--- config.mk ---
export PLATFORM = sky130hd
export DESIGN_NAME = BackendTop
export DESIGN_NICKNAME = d
export VERILOG_FILES = /design/src/common/BackendPkg.sv /design/src/verilog/CtrlUnitBackend.sv /design/src/verilog/PipeReg.sv /design/src/rename/RenameUnit.sv /design/src/issue/IssueQueue.sv /design/src/rob/ReorderBuffer.sv /design/src/verilog/BackendTop.sv
export VERILOG_INCLUDE_DIRS = /design/src /design/src/common
export SDC_FILE = /design/constraint.sdc
export NUM_CORES = 1
export LEC_CHECK = 0
export BUFFER_PORTS_ARGS = -buffer_cell sky130_fd_sc_hd__buf_2
export CAP_MARGIN = 10
export CELL_PAD_IN_SITES_DETAIL_PLACEMENT = 1
export CELL_PAD_IN_SITES_GLOBAL_PLACEMENT = 1
export CORE_MARGIN = 1.5
export CORE_UTILIZATION = 49
export DETAILED_ROUTE_END_ITERATION = 7
export HOLD_SLACK_MARGIN = 0.15
export MAX_ROUTING_LAYER = met4
export PLACE_DENSITY_LB_ADDON = 0.3
export SYNTH_ARGS = -nofsm -noshare
export SYNTH_HDL_FRONTEND = slang
export SYNTH_SLANG_ARGS = --single-unit
--- constraint.sdc ---
create_clock -name clk -period 3.6 [get_ports clk]
set_clock_uncertainty 0.1 [all_clocks]
set_input_delay 0 -clock clk [delete_from_list [all_inputs] [get_ports clk]]
set_output_delay 0 -clock clk [all_outputs]
set_load 0.02 [all_outputs]
--- src/common/backend_defines.svh ---
`ifndef BACKEND_DEFINES_SVH
`define BACKEND_DEFINES_SVH

// ------------------------------------------------------------------------
// Backend sizing
// ------------------------------------------------------------------------

`define ROB_DEPTH   16      // Reorder buffer entries
`define IQ_DEPTH    4       // Entries per issue queue
`define PHYS_TAGS   8       // Free list size, kept below ROB_DEPTH
`define SEQ_BITS    16      // Front end sequence id width

// ------------------------------------------------------------------------
// Literals
// ------------------------------------------------------------------------

`define TRUE        1'b1
`define FALSE       1'b0

`endif

--- src/common/BackendPkg.sv ---
`include "backend_defines.svh"

package BackendPkg;

    // Execution class picks the issue queue
    typedef enum logic [1:0] {
        ClassAlu,
        ClassLsu,
        ClassMdu
    } InstClass;

    typedef logic [`SEQ_BITS-1:0]          SeqId;
    typedef logic [$clog2(`PHYS_TAGS)-1:0] PhysTag;
    typedef logic [$clog2(`ROB_DEPTH)-1:0] RobIdx;

    // Decode and rename stage payload
    typedef struct packed {
        SeqId     seq;
        InstClass cls;
        logic     mispredict;       // Resolved at commit
    } InstInfo;

    // Dispatch stage payload
    typedef struct packed {
        InstInfo info;
        PhysTag  tag;
    } RenamedInst;

    // One issue queue slot
    typedef struct packed {
        SeqId  seq;
        RobIdx robIdx;              // Completion goes back here
    } IssueEntry;

endpackage

--- src/verilog/CtrlUnitBackend.sv ---
`timescale 1ns/1ns

module CtrlUnitBackend (
    input  logic robPauseReq,
    input  logic flushReq,
    input  logic aluIQReady,
    input  logic lsuIQReady,
    input  logic mduIQReady,
    input  logic renameAllocatable,

    output logic decodePause,
    output logic renameRegPause,
    output logic pauseRename,
    output logic dispatchPause,

    output logic pipeFlush,
    output logic renameRecover,
    output logic aluIQFlush,
    output logic lsuIQFlush,
    output logic mduIQFlush,
    output logic robFlush,
    output logic flush
);

    logic downstreamFull;

    // ------------------------------------------------------------------------
    // Pause
    // ------------------------------------------------------------------------

    assign downstreamFull = robPauseReq || !aluIQReady || !lsuIQReady || !mduIQReady;

    // Front stages also wait for a free tag
    assign decodePause    = downstreamFull || !renameAllocatable;
    assign renameRegPause = downstreamFull || !renameAllocatable;

    // Rename and dispatch only see back-pressure, a missing tag leaves a bubble
    assign pauseRename    = downstreamFull;
    assign dispatchPause  = downstreamFull;

    // ------------------------------------------------------------------------
    // Flush fan-out
    // ------------------------------------------------------------------------

    assign pipeFlush      = flushReq;
    assign renameRecover  = flushReq;
    assign aluIQFlush     = flushReq;
    assign lsuIQFlush     = flushReq;
    assign mduIQFlush     = flushReq;
    assign robFlush       = flushReq;
    assign flush          = flushReq;

endmodule

--- src/verilog/PipeReg.sv ---
`timescale 1ns/1ns
`include "backend_defines.svh"

module PipeReg #(
    parameter type PayloadType = logic
) (
    input  logic       clk,
    input  logic       reset,
    input  logic       pause,
    input  logic       flush,
    input  logic       inValid,
    input  PayloadType inData,
    output logic       outValid,
    output PayloadType outData
);

    // Flush wins over pause
    always_ff @(posedge clk) begin
        if (reset || flush) begin
            outValid <= `FALSE;
        end else if (!pause) begin
            outValid <= inValid;
        end
    end

    always_ff @(posedge clk) begin
        if (!pause) begin
            outData <= inData;      // Meaningless while outValid is low
        end
    end

endmodule

--- src/rename/RenameUnit.sv ---
`timescale 1ns/1ns
`include "backend_defines.svh"

module RenameUnit import BackendPkg::*; (
    input  logic   clk,
    input  logic   reset,
    input  logic   allocReq,
    input  logic   pauseRename,
    input  logic   freeValid,
    input  PhysTag freeTag,
    input  logic   recover,
    output logic   allocatable,
    output PhysTag allocTag
);

    PhysTag                     freeList [`PHYS_TAGS];
    PhysTag                     headPtr;
    PhysTag                     tailPtr;
    logic [$clog2(`PHYS_TAGS):0] freeCount;
    logic                       allocFire;

    assign allocatable = (freeCount != 0);
    assign allocTag    = freeList[headPtr];
    assign allocFire   = allocReq && !pauseRename && allocatable;

    // ------------------------------------------------------------------------
    // Free list
    // ------------------------------------------------------------------------

    // Recover is safe since the flush also drains the reorder buffer
    always_ff @(posedge clk) begin
        if (reset || recover) begin
            headPtr   <= '0;
            tailPtr   <= '0;
            freeCount <= `PHYS_TAGS;
            for (int i = 0; i < `PHYS_TAGS; i++) begin
                freeList[i] <= PhysTag'(i);
            end
        end else begin
            if (allocFire) begin
                headPtr <= headPtr + 1'b1;
            end
            if (freeValid) begin
                freeList[tailPtr] <= freeTag;   // Committed tag goes to the tail
                tailPtr           <= tailPtr + 1'b1;
            end
            if (allocFire && !freeValid) begin
                freeCount <= freeCount - 1'b1;
            end else if (freeValid && !allocFire) begin
                freeCount <= freeCount + 1'b1;
            end
        end
    end

endmodule

--- src/issue/IssueQueue.sv ---
`timescale 1ns/1ns
`include "backend_defines.svh"

module IssueQueue import BackendPkg::*; (
    input  logic      clk,
    input  logic      reset,
    input  logic      flush,
    input  logic      writeValid,
    input  IssueEntry writeEntry,
    input  logic      grant,
    output logic      ready,
    output logic      issueValid,
    output IssueEntry issueEntry
);

    IssueEntry                  entryMem [`IQ_DEPTH];
    logic [$clog2(`IQ_DEPTH)-1:0] headPtr;
    logic [$clog2(`IQ_DEPTH)-1:0] tailPtr;
    logic [$clog2(`IQ_DEPTH):0]   count;
    logic                       popFire;

    // One free slot is enough, dispatch stalls before the stage regs spill
    assign ready      = (count != `IQ_DEPTH);
    assign issueValid = (count != 0);
    assign issueEntry = entryMem[headPtr];
    assign popFire    = grant && issueValid;

    // ------------------------------------------------------------------------
    // Pointers and occupancy
    // ------------------------------------------------------------------------

    always_ff @(posedge clk) begin
        if (reset || flush) begin
            headPtr <= '0;
            tailPtr <= '0;
            count   <= '0;
        end else begin
            if (writeValid) begin
                tailPtr <= tailPtr + 1'b1;
            end
            if (popFire) begin
                headPtr <= headPtr + 1'b1;
            end
            if (writeValid && !popFire) begin
                count <= count + 1'b1;
            end else if (popFire && !writeValid) begin
                count <= count - 1'b1;
            end
        end
    end

    always_ff @(posedge clk) begin
        if (writeValid) begin
            entryMem[tailPtr] <= writeEntry;
        end
    end

endmodule

--- src/rob/ReorderBuffer.sv ---
`timescale 1ns/1ns
`include "backend_defines.svh"

module ReorderBuffer import BackendPkg::*; (
    input  logic       clk,
    input  logic       reset,
    input  logic       flush,

    input  logic       allocValid,
    input  RenamedInst allocInst,
    output RobIdx      allocIdx,
    output logic       pauseReq,

    input  logic       aluDoneValid,
    input  RobIdx      aluDoneIdx,
    input  logic       lsuDoneValid,
    input  RobIdx      lsuDoneIdx,
    input  logic       mduDoneValid,
    input  RobIdx      mduDoneIdx,

    output logic       commitValid,
    output SeqId       commitSeq,
    output PhysTag     commitTag,
    output logic       flushReq
);

    SeqId                        seqMem     [`ROB_DEPTH];
    PhysTag                      tagMem     [`ROB_DEPTH];
    logic                        mispredMem [`ROB_DEPTH];
    logic [`ROB_DEPTH-1:0]       doneBits;
    RobIdx                       headIdx;
    RobIdx                       tailIdx;
    logic [$clog2(`ROB_DEPTH):0] count;

    assign allocIdx    = tailIdx;
    assign pauseReq    = (count == `ROB_DEPTH);

    // ------------------------------------------------------------------------
    // Commit
    // ------------------------------------------------------------------------

    assign commitValid = (count != 0) && doneBits[headIdx];
    assign commitSeq   = seqMem[headIdx];
    assign commitTag   = tagMem[headIdx];
    assign flushReq    = commitValid && mispredMem[headIdx];   // Squash all younger

    // ------------------------------------------------------------------------
    // Control state
    // ------------------------------------------------------------------------

    always_ff @(posedge clk) begin
        if (reset || flush) begin
            headIdx  <= '0;
            tailIdx  <= '0;
            count    <= '0;
            doneBits <= '0;
        end else begin
            if (allocValid) begin
                tailIdx           <= tailIdx + 1'b1;
                doneBits[tailIdx] <= `FALSE;
            end
            // Completions land on occupied slots, never on tailIdx
            if (aluDoneValid) doneBits[aluDoneIdx] <= `TRUE;
            if (lsuDoneValid) doneBits[lsuDoneIdx] <= `TRUE;
            if (mduDoneValid) doneBits[mduDoneIdx] <= `TRUE;
            if (commitValid) begin
                headIdx <= headIdx + 1'b1;
            end
            if (allocValid && !commitValid) begin
                count <= count + 1'b1;
            end else if (commitValid && !allocValid) begin
                count <= count - 1'b1;
            end
        end
    end

    always_ff @(posedge clk) begin
        if (allocValid) begin
            seqMem[tailIdx]     <= allocInst.info.seq;
            tagMem[tailIdx]     <= allocInst.tag;
            mispredMem[tailIdx] <= allocInst.info.mispredict;
        end
    end

endmodule

--- src/verilog/BackendTop.sv ---
`timescale 1ns/1ns

module BackendTop import BackendPkg::*; (
    input  logic     clk,
    input  logic     reset,

    input  logic     inValid,
    input  SeqId     inSeq,
    input  InstClass inClass,
    input  logic     inMispredict,
    output logic     inReady,

    input  logic     aluGrant,
    input  logic     lsuGrant,
    input  logic     mduGrant,
    output logic     aluIssueValid,
    output SeqId     aluIssueSeq,
    output logic     lsuIssueValid,
    output SeqId     lsuIssueSeq,
    output logic     mduIssueValid,
    output SeqId     mduIssueSeq,

    output logic     commitValid,
    output SeqId     commitSeq,
    output PhysTag   commitTag,
    output logic     flush
);

    logic       decodePause, renameRegPause, pauseRename, dispatchPause;
    logic       pipeFlush, renameRecover, robFlush, flushReq, robPauseReq;
    logic       aluIQFlush, lsuIQFlush, mduIQFlush;
    logic       aluIQReady, lsuIQReady, mduIQReady;
    logic       renameAllocatable;
    PhysTag     allocTag;

    InstInfo    frontInst, decodeData, renameData;
    RenamedInst renamedInst, dispatchData;
    logic       decodeValid, renameValid, dispatchValid, dispatchFire;
    RobIdx      robAllocIdx;
    IssueEntry  queueEntry, aluHead, lsuHead, mduHead;

    assign inReady   = !decodePause;
    assign frontInst = '{seq: inSeq, cls: inClass, mispredict: inMispredict};

    // ------------------------------------------------------------------------
    // Decode, rename, dispatch registers
    // ------------------------------------------------------------------------

    CtrlUnitBackend ctrlUnit (
        .robPauseReq(robPauseReq), .flushReq(flushReq), .aluIQReady(aluIQReady),
        .lsuIQReady(lsuIQReady), .mduIQReady(mduIQReady),
        .renameAllocatable(renameAllocatable), .decodePause(decodePause),
        .renameRegPause(renameRegPause), .pauseRename(pauseRename),
        .dispatchPause(dispatchPause), .pipeFlush(pipeFlush),
        .renameRecover(renameRecover), .aluIQFlush(aluIQFlush), .lsuIQFlush(lsuIQFlush),
        .mduIQFlush(mduIQFlush), .robFlush(robFlush), .flush(flush)
    );

    PipeReg #(.PayloadType(InstInfo)) decodeReg (
        .clk(clk), .reset(reset), .pause(decodePause), .flush(pipeFlush),
        .inValid(inValid), .inData(frontInst), .outValid(decodeValid), .outData(decodeData)
    );

    PipeReg #(.PayloadType(InstInfo)) renameReg (
        .clk(clk), .reset(reset), .pause(renameRegPause), .flush(pipeFlush),
        .inValid(decodeValid), .inData(decodeData),
        .outValid(renameValid), .outData(renameData)
    );

    RenameUnit renameUnit (
        .clk(clk), .reset(reset), .allocReq(renameValid), .pauseRename(pauseRename),
        .freeValid(commitValid), .freeTag(commitTag), .recover(renameRecover),
        .allocatable(renameAllocatable), .allocTag(allocTag)
    );

    assign renamedInst = '{info: renameData, tag: allocTag};

    // No tag means a bubble moves on while the rename register holds
    PipeReg #(.PayloadType(RenamedInst)) dispatchReg (
        .clk(clk), .reset(reset), .pause(dispatchPause), .flush(pipeFlush),
        .inValid(renameValid && renameAllocatable), .inData(renamedInst),
        .outValid(dispatchValid), .outData(dispatchData)
    );

    // ------------------------------------------------------------------------
    // Issue queues and reorder buffer
    // ------------------------------------------------------------------------

    assign dispatchFire = dispatchValid && !dispatchPause;
    assign queueEntry   = '{seq: dispatchData.info.seq, robIdx: robAllocIdx};

    IssueQueue aluQueue (
        .clk(clk), .reset(reset), .flush(aluIQFlush),
        .writeValid(dispatchFire && dispatchData.info.cls == ClassAlu),
        .writeEntry(queueEntry), .grant(aluGrant), .ready(aluIQReady),
        .issueValid(aluIssueValid), .issueEntry(aluHead)
    );

    IssueQueue lsuQueue (
        .clk(clk), .reset(reset), .flush(lsuIQFlush),
        .writeValid(dispatchFire && dispatchData.info.cls == ClassLsu),
        .writeEntry(queueEntry), .grant(lsuGrant), .ready(lsuIQReady),
        .issueValid(lsuIssueValid), .issueEntry(lsuHead)
    );

    IssueQueue mduQueue (
        .clk(clk), .reset(reset), .flush(mduIQFlush),
        .writeValid(dispatchFire && dispatchData.info.cls == ClassMdu),
        .writeEntry(queueEntry), .grant(mduGrant), .ready(mduIQReady),
        .issueValid(mduIssueValid), .issueEntry(mduHead)
    );

    assign aluIssueSeq = aluHead.seq;
    assign lsuIssueSeq = lsuHead.seq;
    assign mduIssueSeq = mduHead.seq;

    // Issue counts as completion
    ReorderBuffer rob (
        .clk(clk), .reset(reset), .flush(robFlush), .allocValid(dispatchFire),
        .allocInst(dispatchData), .allocIdx(robAllocIdx), .pauseReq(robPauseReq),
        .aluDoneValid(aluGrant && aluIssueValid), .aluDoneIdx(aluHead.robIdx),
        .lsuDoneValid(lsuGrant && lsuIssueValid), .lsuDoneIdx(lsuHead.robIdx),
        .mduDoneValid(mduGrant && mduIssueValid), .mduDoneIdx(mduHead.robIdx),
        .commitValid(commitValid), .commitSeq(commitSeq), .commitTag(commitTag),
        .flushReq(flushReq)
    );

endmodule

==> impl_metrics.py, run 1 <==
metrics = {
    "yosys": {
        "netlist.area_leader.share_pct": 70.3,
        "synth_edf_count": 644,
        "synth-simple-area-share_pct": 4.13,
        "ys_warn_count": 0,
        "syn_nets": 1435,
        "combinational_family_with_the_most_area_after_synthesis": "multiplexers",
        "synth.yosys.seq_area_share_pct": 75.6,
        "synth.most_common_cell": "sky130_fd_sc_hd__edfxtp_1",
        "fraction_of_synthesized_cell_area_in_xor_and_xnor_cells_pct": 1.15,
        "synthFlopType": "sky130_fd_sc_hd__edfxtp_1",
        "synth_top_cell_by_area": "sky130_fd_sc_hd__edfxtp_1",
        "synth.top_cells.by_count": "644 x sky130_fd_sc_hd__edfxtp_1, 164 x sky130_fd_sc_hd__mux4_2, 88 x sky130_fd_sc_hd__nor2_1",
        "synth_seq_cells": 717,
        "yosysUniqueCellTypes": 54,
        "syn_area_per_cell_um2": 20.0,
        "synth_adder_area_share_pct": 1.66,
        "syn_inst": 1376,
        "synth-compound-area-share_pct": 1.85,
        "cell_types_occupying_the_most_area_after_synthesis": "sky130_fd_sc_hd__edfxtp_1 70%, sky130_fd_sc_hd__mux4_2 13%, sky130_fd_sc_hd__dfxtp_1 5.3%, sky130_fd_sc_hd__ha_1 1.4%, sky130_fd_sc_hd__nor2_1 1.2%",
        "synthArstFlopShare_pct": 0,
        "yosys-mux-area-fraction_pct": 14.3,
        "netlist_area_um2": 27500,
    },
    "cts": {
        "clock_tree.root_cell": "sky130_fd_sc_hd__clkbuf_16",
        "post_cts_buffers": 0,
        "cts_tree": "done",
        "cts_num_sinks": 717,
        "clkLatencyLatePin_ns": 0.62,
        "clockBufferDepth": 3,
        "clkTransAtPathRegs_ns": 0.06,
        "cts-buffers-inserted": 72,
        "cts.htree.levels": 3,
    },
    "sta": {
        "slew_headroom_pct": 24.2,
        "report.final.setup_viol": 0,
        "hold_viol_final": 0,
        "worst_slew_pin_slew_ns": 1.14,
        "drv_slew": 0,
        "post-route-min-period_ns": 3.41,
        "min_period_over_period_pct": 94.7,
        "finalSetupTns_ns": 0,
        "achievable-frequency_mhz": 293,
        "rsz0062_at_grt": "no",
        "hold_ws_ns": 0.217,
    },
    "critical_path": {
        "timing.rr.end": "rob.count[4]$_SDFFE_PP0P_",
        "cp-end-kind": "flop",
        "r2r_setup_slack_ns": 0.19,
        "worstPathRequired_ns": 3.97,
        "startpoint": "rob.count[0]$_SDFFE_PP0P_",
        "worst_r2r_startpoint": "rob.count[0]$_SDFFE_PP0P_",
        "setup.worst_path.end": "rob.count[4]$_SDFFE_PP0P_",
        "reg2regPathDepth": 14,
        "arrival_worst_endpoint_ns": 3.78,
        "setup.worst_path.start_class": "flop",
        "crit_path_max_fanout": 4,
        "critPathKind": "flop to flop",
    },
    "drt": {
        "final_routed_drc_violation_total": 0,
        "detail_route.wl_per_cell_um": 25.4,
        "drt_pass1_iterations": 5,
        "drt_via_density": 5.72,
        "ant_nets": 0,
        "initialDrtViolationCount": 1130,
        "drt-total-wl_um": 60800,
        "detailroute.via_count": 13656,
    },
    "floorplan": {
        "num_rows": 86,
        "die_area_um2": 57600,
        "floorplan.core_area_um2": 55300,
        "die_height_um": 240,
        "initial_utilization_pct": 49.7,
        "die_w_um": 240,
        "boundaryPins": 98,
    },
    "finish": {
        "drive_above_1_share_pct": 27.5,
        "finish.utilization_pct": 57.6,
        "fin_nets": 1642,
        "areaGrowthSynthToFinish_pct": 15.7,
    },
    "global_route": {
        "grt_remaining_overflow": 0,
        "first_global_vias": 15029,
        "first_pass_grt_wire_length_um": 92700,
        "grt_start_max_net_pins": 48,
        "antenna_found_initial": 0,
        "grt_use_total_pct": 22.7,
    },
    "pwr": {
        "total_power_density_per_cell_area_nw_per_um2": 689,
        "power_leakage_nw": 10.3,
        "ir_drop_mv": 0.635,
        "report.power.total_mw": 21.9,
    },
    "job": {
        "cap_viol_max_count": 0,
    },
    "placed_design": {
        "finalWeightedCongestion": 0.851,
        "placement.io_buffers": 97,
        "post-dp-hpwl_um": 35700,
    },
    "outcome": {
        "outcome": "finished, final reports clean",
    },
    "hold_path": {
        "worstHoldPathType": "input pin to flop",
    },
}
-- where the power goes --
| part | switching [mW] | total, mW | internal [mW] |
|---|---|---|---|
| clock network | 3.12 | 7.24 | 4.11 |
| registers | 1.15 | 12.0 | 10.8 |
| logic | 1.66 | 2.72 | 1.06 |
| total | 5.93 | 21.9 | 16.0 |
-- repair_timing --
item                                   4_1_cts  5_1_grt
gates resized for setup                      0        3
hold buffers                                45        0
endpoints found under the hold margin      106        0
setup endpoints to repair                    0        1
-- flip-flops by register name (all words and copies together) (netlist names), 19 cells and up, named ones only --
name,flops
rob.seqMem,256
aluQueue.entryMem,80
lsuQueue.entryMem,80
mduQueue.entryMem,80
rob.tagMem,48
renameUnit.freeList,24
dispatchReg.outData,22
decodeReg.outData,19
renameReg.outData,19
-- final cells by class --
type                            count  area [µm²]
Sequential cell                   717       20800
Fill cell                        4849       23500
Multi-Input combinational cell    573        6400
Clock inverter                     41         357
Tap cell                          748         936
Timing Repair Buffer              189        1290
Inverter                           30         113
Antenna cell                        1        2.50
Clock buffer                       90        1920
-- worst min-delay path by stage --
stage	slack [ns]	depth (start not counted)	startpoint	to
floorplan	-0.001	0	inMispredict	decodeReg.outData[0]$_DFFE_PP_
global placement	0.08	1	inSeq[13]	decodeReg.outData[16]$_DFFE_PP_
detailed placement	0.08	1	inSeq[1]	decodeReg.outData[4]$_DFFE_PP_
CTS	0.20	5	reset	renameUnit.freeCount[3]$_SDFFE_PP1P_
global route	0.26	5	reset	renameUnit.freeCount[3]$_SDFFE_PP1P_
finish	0.22	5	reset	renameUnit.freeCount[3]$_SDFFE_PP1P_
-- logic make-up (layout without fill, tap and decap cells) --
group                      count (synthesis)  in the layout
and+or+nand+nor                          230            230
xor gates and xnor gates                  36             36
buffers and inverters                     86            350
muxes                                    187            187
adders and majority gates                 34             34
DFF                                      717            717
other                                      0              1
AOI/OAI and AO/OA                         86             86
-- critical path, stage by stage (launching register included) --
cell                      delay [ns]
sky130_fd_sc_hd__dfxtp_1        0.34
sky130_fd_sc_hd__or4_4          0.57
sky130_fd_sc_hd__o22ai_1        0.18
sky130_fd_sc_hd__nor4_1         0.10
sky130_fd_sc_hd__or2_1          0.25
sky130_fd_sc_hd__inv_1          0.11
sky130_fd_sc_hd__ha_2           0.22
sky130_fd_sc_hd__inv_1          0.09
sky130_fd_sc_hd__ha_1           0.32
sky130_fd_sc_hd__nor2b_1        0.14
sky130_fd_sc_hd__o21a_1         0.18
sky130_fd_sc_hd__or3_1          0.32
sky130_fd_sc_hd__a21oi_2        0.16
sky130_fd_sc_hd__xnor2_1        0.12
sky130_fd_sc_hd__nor2_1         0.05
-- stage by stage --
step / setup slack [ns] / area (µm²) / instances
CTS: 0.0454 / 31800 / 2388
global route: 0.0202 / 31800 / 2388
global placement: 0.170 / 29100 / 2212
floorplan: 0.114 / 27500 / 1376
finish: 0.192 / 31800 / 2389
detailed placement: 0.0562 / 29100 / 2212
-- cell usage in the layout, fill, tap and decap left out, types with 7 or more instances in the layout --
master and count:
sky130_fd_sc_hd__a21oi_1 32, sky130_fd_sc_hd__mux4_2 164, sky130_fd_sc_hd__nand2_1 36, sky130_fd_sc_hd__nor3_1 9, sky130_fd_sc_hd__mux2_2 7, sky130_fd_sc_hd__o22ai_1 11, sky130_fd_sc_hd__o21ai_0 20, sky130_fd_sc_hd__and3_1 14
sky130_fd_sc_hd__clkinv_2 13, sky130_fd_sc_hd__or3_1 14, sky130_fd_sc_hd__inv_1 29, sky130_fd_sc_hd__clkbuf_16 74, sky130_fd_sc_hd__dlygate4sd3_1 45, sky130_fd_sc_hd__xnor2_1 15, sky130_fd_sc_hd__clkinv_1 12, sky130_fd_sc_hd__dfxtp_1 70
sky130_fd_sc_hd__buf_2 97, sky130_fd_sc_hd__nor2_1 71, sky130_fd_sc_hd__and2_1 15, sky130_fd_sc_hd__nand3_1 13, sky130_fd_sc_hd__clkbuf_1 15, sky130_fd_sc_hd__nand2b_1 11, sky130_fd_sc_hd__buf_4 47, sky130_fd_sc_hd__xor2_1 21
sky130_fd_sc_hd__nor2_2 17, sky130_fd_sc_hd__edfxtp_1 644, sky130_fd_sc_hd__mux2i_1 16, sky130_fd_sc_hd__clkinvlp_4 7, sky130_fd_sc_hd__ha_1 29
-- per-layer routing --
layer | GRT usage, % | routed length (µm)
met5 | - | 0
met4 | 7.57 | 1440
met3 | 3.36 | 3260
met2 | 37.6 | 31200
met1 | 29.1 | 24900
Power figures use the tool's default switching activity.
==> inputs of run 2 (changes only) <==
--- a/config.mk
+++ b/config.mk
@@ -11,7 +11,7 @@
 export CELL_PAD_IN_SITES_DETAIL_PLACEMENT = 1
 export CELL_PAD_IN_SITES_GLOBAL_PLACEMENT = 1
 export CORE_MARGIN = 1.5
-export CORE_UTILIZATION = 49
+export CORE_UTILIZATION = 50
 export DETAILED_ROUTE_END_ITERATION = 7
 export HOLD_SLACK_MARGIN = 0.15
 export MAX_ROUTING_LAYER = met4
==> constraint.sdc (replaced) <==
create_clock -name clk -period 3.7 [get_ports clk]
set_clock_uncertainty 0.1 [all_clocks]
set_input_delay 0 -clock clk [delete_from_list [all_inputs] [get_ports clk]]
set_output_delay 0 -clock clk [all_outputs]
set_load 0.02 [all_outputs]
==> run 2 against run 1 <==
Against the previous run:
- core utilization increased by 1.2 points
- critical path depth stayed put
- clock power decreased by 0.8%
- cell count down 2.3%
- register-to-register slack improved by 0.02 ns
- die area shrank 2.0%
- combinational power decreased by 3%
- final area about the same
- critical path type unchanged
- critical endpoint unchanged
- largest power group unchanged
==> impl_metrics.py, run 2 (same netlist as run 1, synthesis figures left out) <==
metrics = {
    "cts": {
        "clock_tree.root_cell": "sky130_fd_sc_hd__clkbuf_16",
        "cts_tree": "done",
        "clkLatencyLatePin_ns": 0.60,
        "cts.htree.levels": 3,
        "clkTransAtPathRegs_ns": 0.06,
        "clockBufferDepth": 3,
        "cts_num_sinks": 717,
        "cts-buffers-inserted": 74,
        "post_cts_buffers": 0,
    },
    "finish": {
        "final_cell_mix": "644 x sky130_fd_sc_hd__edfxtp_1, 164 x sky130_fd_sc_hd__mux4_2, 97 x sky130_fd_sc_hd__buf_2",
        "fin_nets": 1643,
        "areaGrowthSynthToFinish_pct": 15.6,
        "max_flop_register": "rob.seqMem",
        "drive_above_1_share_pct": 27.1,
        "largest_register_ffs": 256,
        "layout.cells.most_common": "sky130_fd_sc_hd__edfxtp_1",
        "final.fill_count": 4648,
    },
    "pwr": {
        "part_of_the_power_in_the_clock_network_pct": 33.5,
        "power.internal_mw": 15.7,
        "power_switching_mw": 5.72,
        "combinationalPowerShare_pct": 12.3,
        "sequential_fraction_of_design_power_pct": 54.3,
        "ir_drop_mv": 0.520,
        "power_leakage_nw": 10.4,
        "total_power_density_per_cell_area_nw_per_um2": 674,
        "power_switching_share_pct": 26.7,
    },
    "sta": {
        "achievable-frequency_mhz": 287,
        "finalWorstSetupSlack_ns": 0.215,
        "hold_viol_final": 0,
        "min_period_over_period_pct": 94.2,
        "drv_slew": 0,
        "rsz0062_at_grt": "no",
        "post-route-min-period_ns": 3.48,
        "finalSetupTns_ns": 0,
        "worst_slew_pin_slew_ns": 1.24,
        "report.final.setup_viol": 0,
        "slew_headroom_pct": 17.0,
    },
    "critical_path": {
        "arrival_worst_endpoint_ns": 3.85,
        "setup.worst_path.start_class": "flop",
        "timing.rr.end": "rob.count[4]$_SDFFE_PP0P_",
        "worst_r2r_startpoint": "rob.count[0]$_SDFFE_PP0P_",
        "crit_path_max_fanout": 4,
        "r2r_setup_slack_ns": 0.22,
        "worstPathRequired_ns": 4.07,
        "reg2regPathDepth": 14,
        "cp-end-kind": "flop",
        "critPathKind": "flop to flop",
    },
    "global_route": {
        "grt_start_max_net_pins": 40,
        "grt_remaining_overflow": 0,
        "grt_use_total_pct": 22.8,
        "first_pass_grt_wire_length_um": 91900,
        "first_global_vias": 14971,
        "antenna_found_initial": 2,
    },
    "hold_path": {
        "hold-path-cell-count": 5,
        "holdPathEnd": "renameUnit.freeCount[3]$_SDFFE_PP1P_",
        "worstHoldPathType": "input pin to flop",
        "hold_path.startpoint": "reset",
    },
    "placed_design": {
        "post-dp-hpwl_um": 36000,
        "pre_cts_ws_ns": 0.136,
        "placement.io_buffers": 97,
        "finalWeightedCongestion": 0.844,
    },
    "floorplan": {
        "die_height_um": 238,
        "initial_utilization_pct": 50.8,
        "die_w_um": 238,
        "floorplan.core_area_um2": 54100,
        "boundaryPins": 98,
        "num_rows": 85,
        "die_area_um2": 56400,
    },
    "drt": {
        "ant_nets": 0,
        "drt-total-wl_um": 60600,
        "detailroute.via_count": 13647,
        "drt_pass1_iterations": 5,
        "detail_route.wl_per_cell_um": 26.0,
        "final_routed_drc_violation_total": 0,
        "initialDrtViolationCount": 971,
        "drt_via_density": 5.84,
    },
    "job": {
        "cap_viol_max_count": 0,
    },
    "outcome": {
        "outcome": "finished, final reports clean",
    },
}
## run 2: how the worst max path moves through the flow
| stage | to | depth (start not counted) | from |
|---|---|---|---|
| 4_1_cts | rob.count[4]$_SDFFE_PP0P_ | 14 | rob.headIdx[1]$_SDFFE_PP0P_ |
| 3_5_place_dp | rob.count[4]$_SDFFE_PP0P_ | 14 | rob.headIdx[1]$_SDFFE_PP0P_ |
| 3_3_place_gp | rob.count[4]$_SDFFE_PP0P_ | 14 | rob.headIdx[1]$_SDFFE_PP0P_ |
| 5_1_grt | rob.count[4]$_SDFFE_PP0P_ | 14 | rob.count[0]$_SDFFE_PP0P_ |
| 2_1_floorplan | rob.count[4]$_SDFFE_PP0P_ | 17 | rob.headIdx[1]$_SDFFE_PP0P_ |
| 6_report | rob.count[4]$_SDFFE_PP0P_ | 14 | rob.count[0]$_SDFFE_PP0P_ |
## run 2: per-stage QoR
| stage | instances | total power, mW | hold slack [ns] | area, µm² | util [%] |
|---|---|---|---|---|---|
| 6_report | 2335 | 21.4 | 0.290 | 31800 | 58.8 |
| 5_1_grt | 2334 | 22.2 | 0.301 | 31800 | 58.8 |
| 4_1_cts | 2333 | 21.6 | 0.275 | 31800 | 58.7 |
| 3_5_place_dp | 2160 | 14.4 | 0.0783 | 29000 | 53.6 |
| 3_3_place_gp | 2160 | 14.2 | 0.0763 | 29000 | 53.6 |
| 2_1_floorplan | 1376 | 13.1 | -0.00113 | 27500 | - |
## run 2: worst max-delay path, stage by stage, from the launching register on
cell and delay, ns:
sky130_fd_sc_hd__dfxtp_1 0.35, sky130_fd_sc_hd__or4_4 0.58, sky130_fd_sc_hd__o22ai_1 0.18, sky130_fd_sc_hd__nor4_1 0.10, sky130_fd_sc_hd__or2_1 0.25, sky130_fd_sc_hd__inv_1 0.12, sky130_fd_sc_hd__ha_1 0.25, sky130_fd_sc_hd__inv_1 0.12
sky130_fd_sc_hd__ha_1 0.32, sky130_fd_sc_hd__nor2b_1 0.14, sky130_fd_sc_hd__o21a_1 0.17, sky130_fd_sc_hd__or3_1 0.30, sky130_fd_sc_hd__a21oi_1 0.18, sky130_fd_sc_hd__xnor2_1 0.14, sky130_fd_sc_hd__nor2_1 0.06
## run 2: final cells by class
class	instances	area (µm²)	share of cell area [%]
Timing Repair Buffer	188	1280	4.02
Clock inverter	32	294	0.924
Clock buffer	97	2040	6.42
Multi-Input combinational cell	573	6400	20.1
Tap cell	696	871	2.74
Antenna cell	2	5.00	0.0157
Sequential cell	717	20800	65.4
Inverter	30	113	0.354
## run 2: what timing repair did
action | CTS | global route
setup endpoints to repair | 0 | 1
gates resized for setup | 0 | 1
hold buffers | 44 | 0
endpoints found under the hold margin | 104 | 0
## run 2: metal layers
| layer | track usage, % | vias to the layer above | wire, µm |
|---|---|---|---|
| met4 | 7.12 | 0 | 1380 |
| met2 | 37.7 | 417 | 30900 |
| li1 | - | 5935 | - |
| met5 | - | - | 0 |
| met3 | 3.60 | 103 | 3360 |
| met1 | 29.4 | 7192 | 25000 |
## run 2: power groups by stage
stage                     clock (mW)  sequential, mW  combinational (mW)
final                           7.18            11.6                2.63
after global routing            7.58            11.8                2.84
after CTS                       7.30            11.7                2.67
after detailed placement           0            11.8                2.61
after global placement             0            11.7                2.55
after floorplan                    0            11.2                1.86
==> inputs of run 3 (changes only) <==
--- a/config.mk
+++ b/config.mk
@@ -11,7 +11,7 @@
 export CELL_PAD_IN_SITES_DETAIL_PLACEMENT = 1
 export CELL_PAD_IN_SITES_GLOBAL_PLACEMENT = 1
 export CORE_MARGIN = 1.5
-export CORE_UTILIZATION = 50
+export CORE_UTILIZATION = 40
 export DETAILED_ROUTE_END_ITERATION = 7
 export HOLD_SLACK_MARGIN = 0.15
 export MAX_ROUTING_LAYER = met4
==> run 3 against run 2 <==
Against the previous run:
- fmax grew 0.84%
- via count is 0.97% lower
- total power up 1.4%
- critical path depth unchanged
- wire length down 0.23%
- hold slack got worse by 0.0098 ns
- combinational power is essentially flat
- worst setup slack better by 0.029 ns
- sequential share of layout area decreased by 0.55 points
- largest cell class unchanged
- highest routed layer unchanged
==> impl_metrics.py, run 3 (same netlist as run 1, synthesis figures left out) <==
metrics = {
    "outcome": {
        "outcome": "finished, final reports clean",
    },
    "drt": {
        "detailroute.via_count": 13515,
        "final_routed_drc_violation_total": 0,
        "drt_via_density": 5.39,
        "initialDrtViolationCount": 1032,
        "ant_nets": 0,
        "drt_pass1_iterations": 5,
        "detail_route.wl_per_cell_um": 24.1,
        "drt-total-wl_um": 60500,
    },
    "cts": {
        "clock_tree.root_cell": "sky130_fd_sc_hd__clkbuf_16",
        "cts-buffers-inserted": 74,
        "clockBufferDepth": 3,
        "clkLatencyLatePin_ns": 0.62,
        "cts_tree": "done",
        "clkTransAtPathRegs_ns": 0.06,
        "cts.htree.levels": 3,
        "cts_num_sinks": 717,
    },
    "sta": {
        "finalWorstSetupSlack_ns": 0.244,
        "slew_headroom_pct": 23.7,
        "worst_slew_pin_slew_ns": 1.14,
        "min_period_over_period_pct": 93.4,
        "report.final.setup_viol": 0,
        "hold_viol_final": 0,
        "finalSetupTns_ns": 0,
        "post-route-min-period_ns": 3.46,
        "drv_slew": 0,
        "achievable-frequency_mhz": 289,
        "hold_ws_ns": 0.280,
        "rsz0062_at_grt": "no",
    },
    "critical_path": {
        "crit_path_max_fanout": 4,
        "cp-end-kind": "flop",
        "critical_path_cell_count": 14,
        "setup.worst_path.start_class": "flop",
        "largest_stage_delay_worst_path_ns": 0.57,
        "critPathKind": "flop to flop",
        "timing.rr.end": "rob.count[4]$_SDFFE_PP0P_",
        "critical_path.most_common_cell": "sky130_fd_sc_hd__inv_1",
        "crit_chain": "or4_4 -> o22ai_1 -> nor4_1 -> or2_1 -> inv_1 -> ha_2 -> inv_1 -> ha_1 -> nor2b_1 -> o21a_1 -> or3_1 -> a21oi_1 -> xnor2_1 -> nor2_1",
        "worst-path-buf-inv": 2,
        "arrival_worst_endpoint_ns": 3.82,
        "worstPathRequired_ns": 4.06,
        "r2r_setup_slack_ns": 0.24,
        "path_delay_family": "simple AND/OR/NAND/NOR gates",
        "cp_slowest_cell": "sky130_fd_sc_hd__or4_4",
        "reg2regPathDepth": 14,
        "worst_r2r_startpoint": "rob.count[0]$_SDFFE_PP0P_",
    },
    "finish": {
        "areaGrowthSynthToFinish_pct": 16.6,
        "max_flop_register": "rob.seqMem",
        "fin_nets": 1635,
        "final.fill_count": 6192,
        "fin_area_um2": 32100,
        "drive_above_1_share_pct": 27.1,
        "finalNonFillerCells": 2508,
        "antenna_cells": 0,
        "finish.utilization_pct": 47.4,
        "largest_register_ffs": 256,
        "layout.cells.most_common": "sky130_fd_sc_hd__edfxtp_1",
        "final_cell_mix": "644 x sky130_fd_sc_hd__edfxtp_1, 164 x sky130_fd_sc_hd__mux4_2, 97 x sky130_fd_sc_hd__buf_2",
    },
    "global_route": {
        "first_global_vias": 14855,
        "antenna_found_initial": 0,
        "grt_use_total_pct": 18.2,
        "grt_remaining_overflow": 0,
        "grt_start_max_net_pins": 65,
        "first_pass_grt_wire_length_um": 92500,
    },
    "pwr": {
        "report.power.total_mw": 21.7,
        "part_of_the_power_in_the_clock_network_pct": 34.3,
        "power.internal_mw": 15.9,
        "combinationalPowerShare_pct": 12.1,
        "total_power_density_per_cell_area_nw_per_um2": 678,
        "sequential_fraction_of_design_power_pct": 53.6,
        "power_switching_share_pct": 26.9,
        "ir_drop_mv": 0.507,
        "power_leakage_nw": 10.4,
        "power_switching_mw": 5.84,
    },
    "placed_design": {
        "dp_cells": 2329,
        "post-dp-hpwl_um": 35700,
        "finalWeightedCongestion": 0.803,
        "pre_cts_ws_ns": 0.111,
        "placedInstanceArea_um2": 29200,
        "placement.io_buffers": 97,
    },
    "hold_path": {
        "holdPathEnd": "renameUnit.freeCount[3]$_SDFFE_PP1P_",
        "hold_path.startpoint": "reset",
        "hold-path-cell-count": 5,
        "worstHoldPathType": "input pin to flop",
    },
    "floorplan": {
        "num_rows": 95,
        "initial_utilization_pct": 40.7,
        "floorplan.core_area_um2": 67600,
        "die_height_um": 265,
        "die_area_um2": 70400,
        "boundaryPins": 98,
        "die_w_um": 265,
    },
    "job": {
        "cap_viol_max_count": 0,
    },
}
==> run 3: what timing repair did <==
action	4_1_cts	5_1_grt
gates resized for setup	0	2
setup buffers	0	0
endpoints found under the hold margin	92	0
endpoints found under the setup margin	0	1
hold buffers	44	0
==> run 3: worst max path at each step <==
stage | startpoint | end
final | rob.count[0]$_SDFFE_PP0P_ | rob.count[4]$_SDFFE_PP0P_
after global routing | rob.count[0]$_SDFFE_PP0P_ | rob.count[4]$_SDFFE_PP0P_
after CTS | rob.headIdx[1]$_SDFFE_PP0P_ | rob.count[4]$_SDFFE_PP0P_
after detailed placement | rob.headIdx[1]$_SDFFE_PP0P_ | rob.count[4]$_SDFFE_PP0P_
after global placement | rob.headIdx[1]$_SDFFE_PP0P_ | rob.count[4]$_SDFFE_PP0P_
after floorplan | rob.headIdx[1]$_SDFFE_PP0P_ | rob.count[4]$_SDFFE_PP0P_
==> run 3: cell type report <==
cell class | count | area [µm²] | area share [%]
flip-flops and latches | 717 | 20800 | 64.9
multi-input cells | 573 | 6400 | 19.9
clock buffers | 91 | 1950 | 6.07
repair buffers | 180 | 1230 | 3.84
well taps | 873 | 1090 | 3.40
clock inverters | 44 | 489 | 1.52
inverters | 30 | 113 | 0.351
==> run 3: power by group through the flow <==
stage	Sequential, mW	Clock, mW	Combinational, mW
finish	11.6	7.45	2.63
global route	11.8	7.91	2.88
CTS	11.7	7.62	2.68
detailed placement	11.8	0	2.63
global placement	11.7	0	2.59
floorplan	11.2	0	1.86
==> run 3: worst reg2reg max path: stages, from the launching register on <==
cell	delay, ns
sky130_fd_sc_hd__dfxtp_1	0.34
sky130_fd_sc_hd__or4_4	0.57
sky130_fd_sc_hd__o22ai_1	0.18
sky130_fd_sc_hd__nor4_1	0.10
sky130_fd_sc_hd__or2_1	0.25
sky130_fd_sc_hd__inv_1	0.12
sky130_fd_sc_hd__ha_2	0.24
sky130_fd_sc_hd__inv_1	0.10
sky130_fd_sc_hd__ha_1	0.32
sky130_fd_sc_hd__nor2b_1	0.15
sky130_fd_sc_hd__o21a_1	0.17
sky130_fd_sc_hd__or3_1	0.31
sky130_fd_sc_hd__a21oi_1	0.19
sky130_fd_sc_hd__xnor2_1	0.14
sky130_fd_sc_hd__nor2_1	0.05
==> run 3: layer usage <==
layer	vias up	track usage [%]	share of wire, %
met1	7249	23.1	43
met2	280	30.5	51
met4	0	4.93	1.7
met5	-	-	0
met3	68	2.93	3.8
li1	5918	-	-
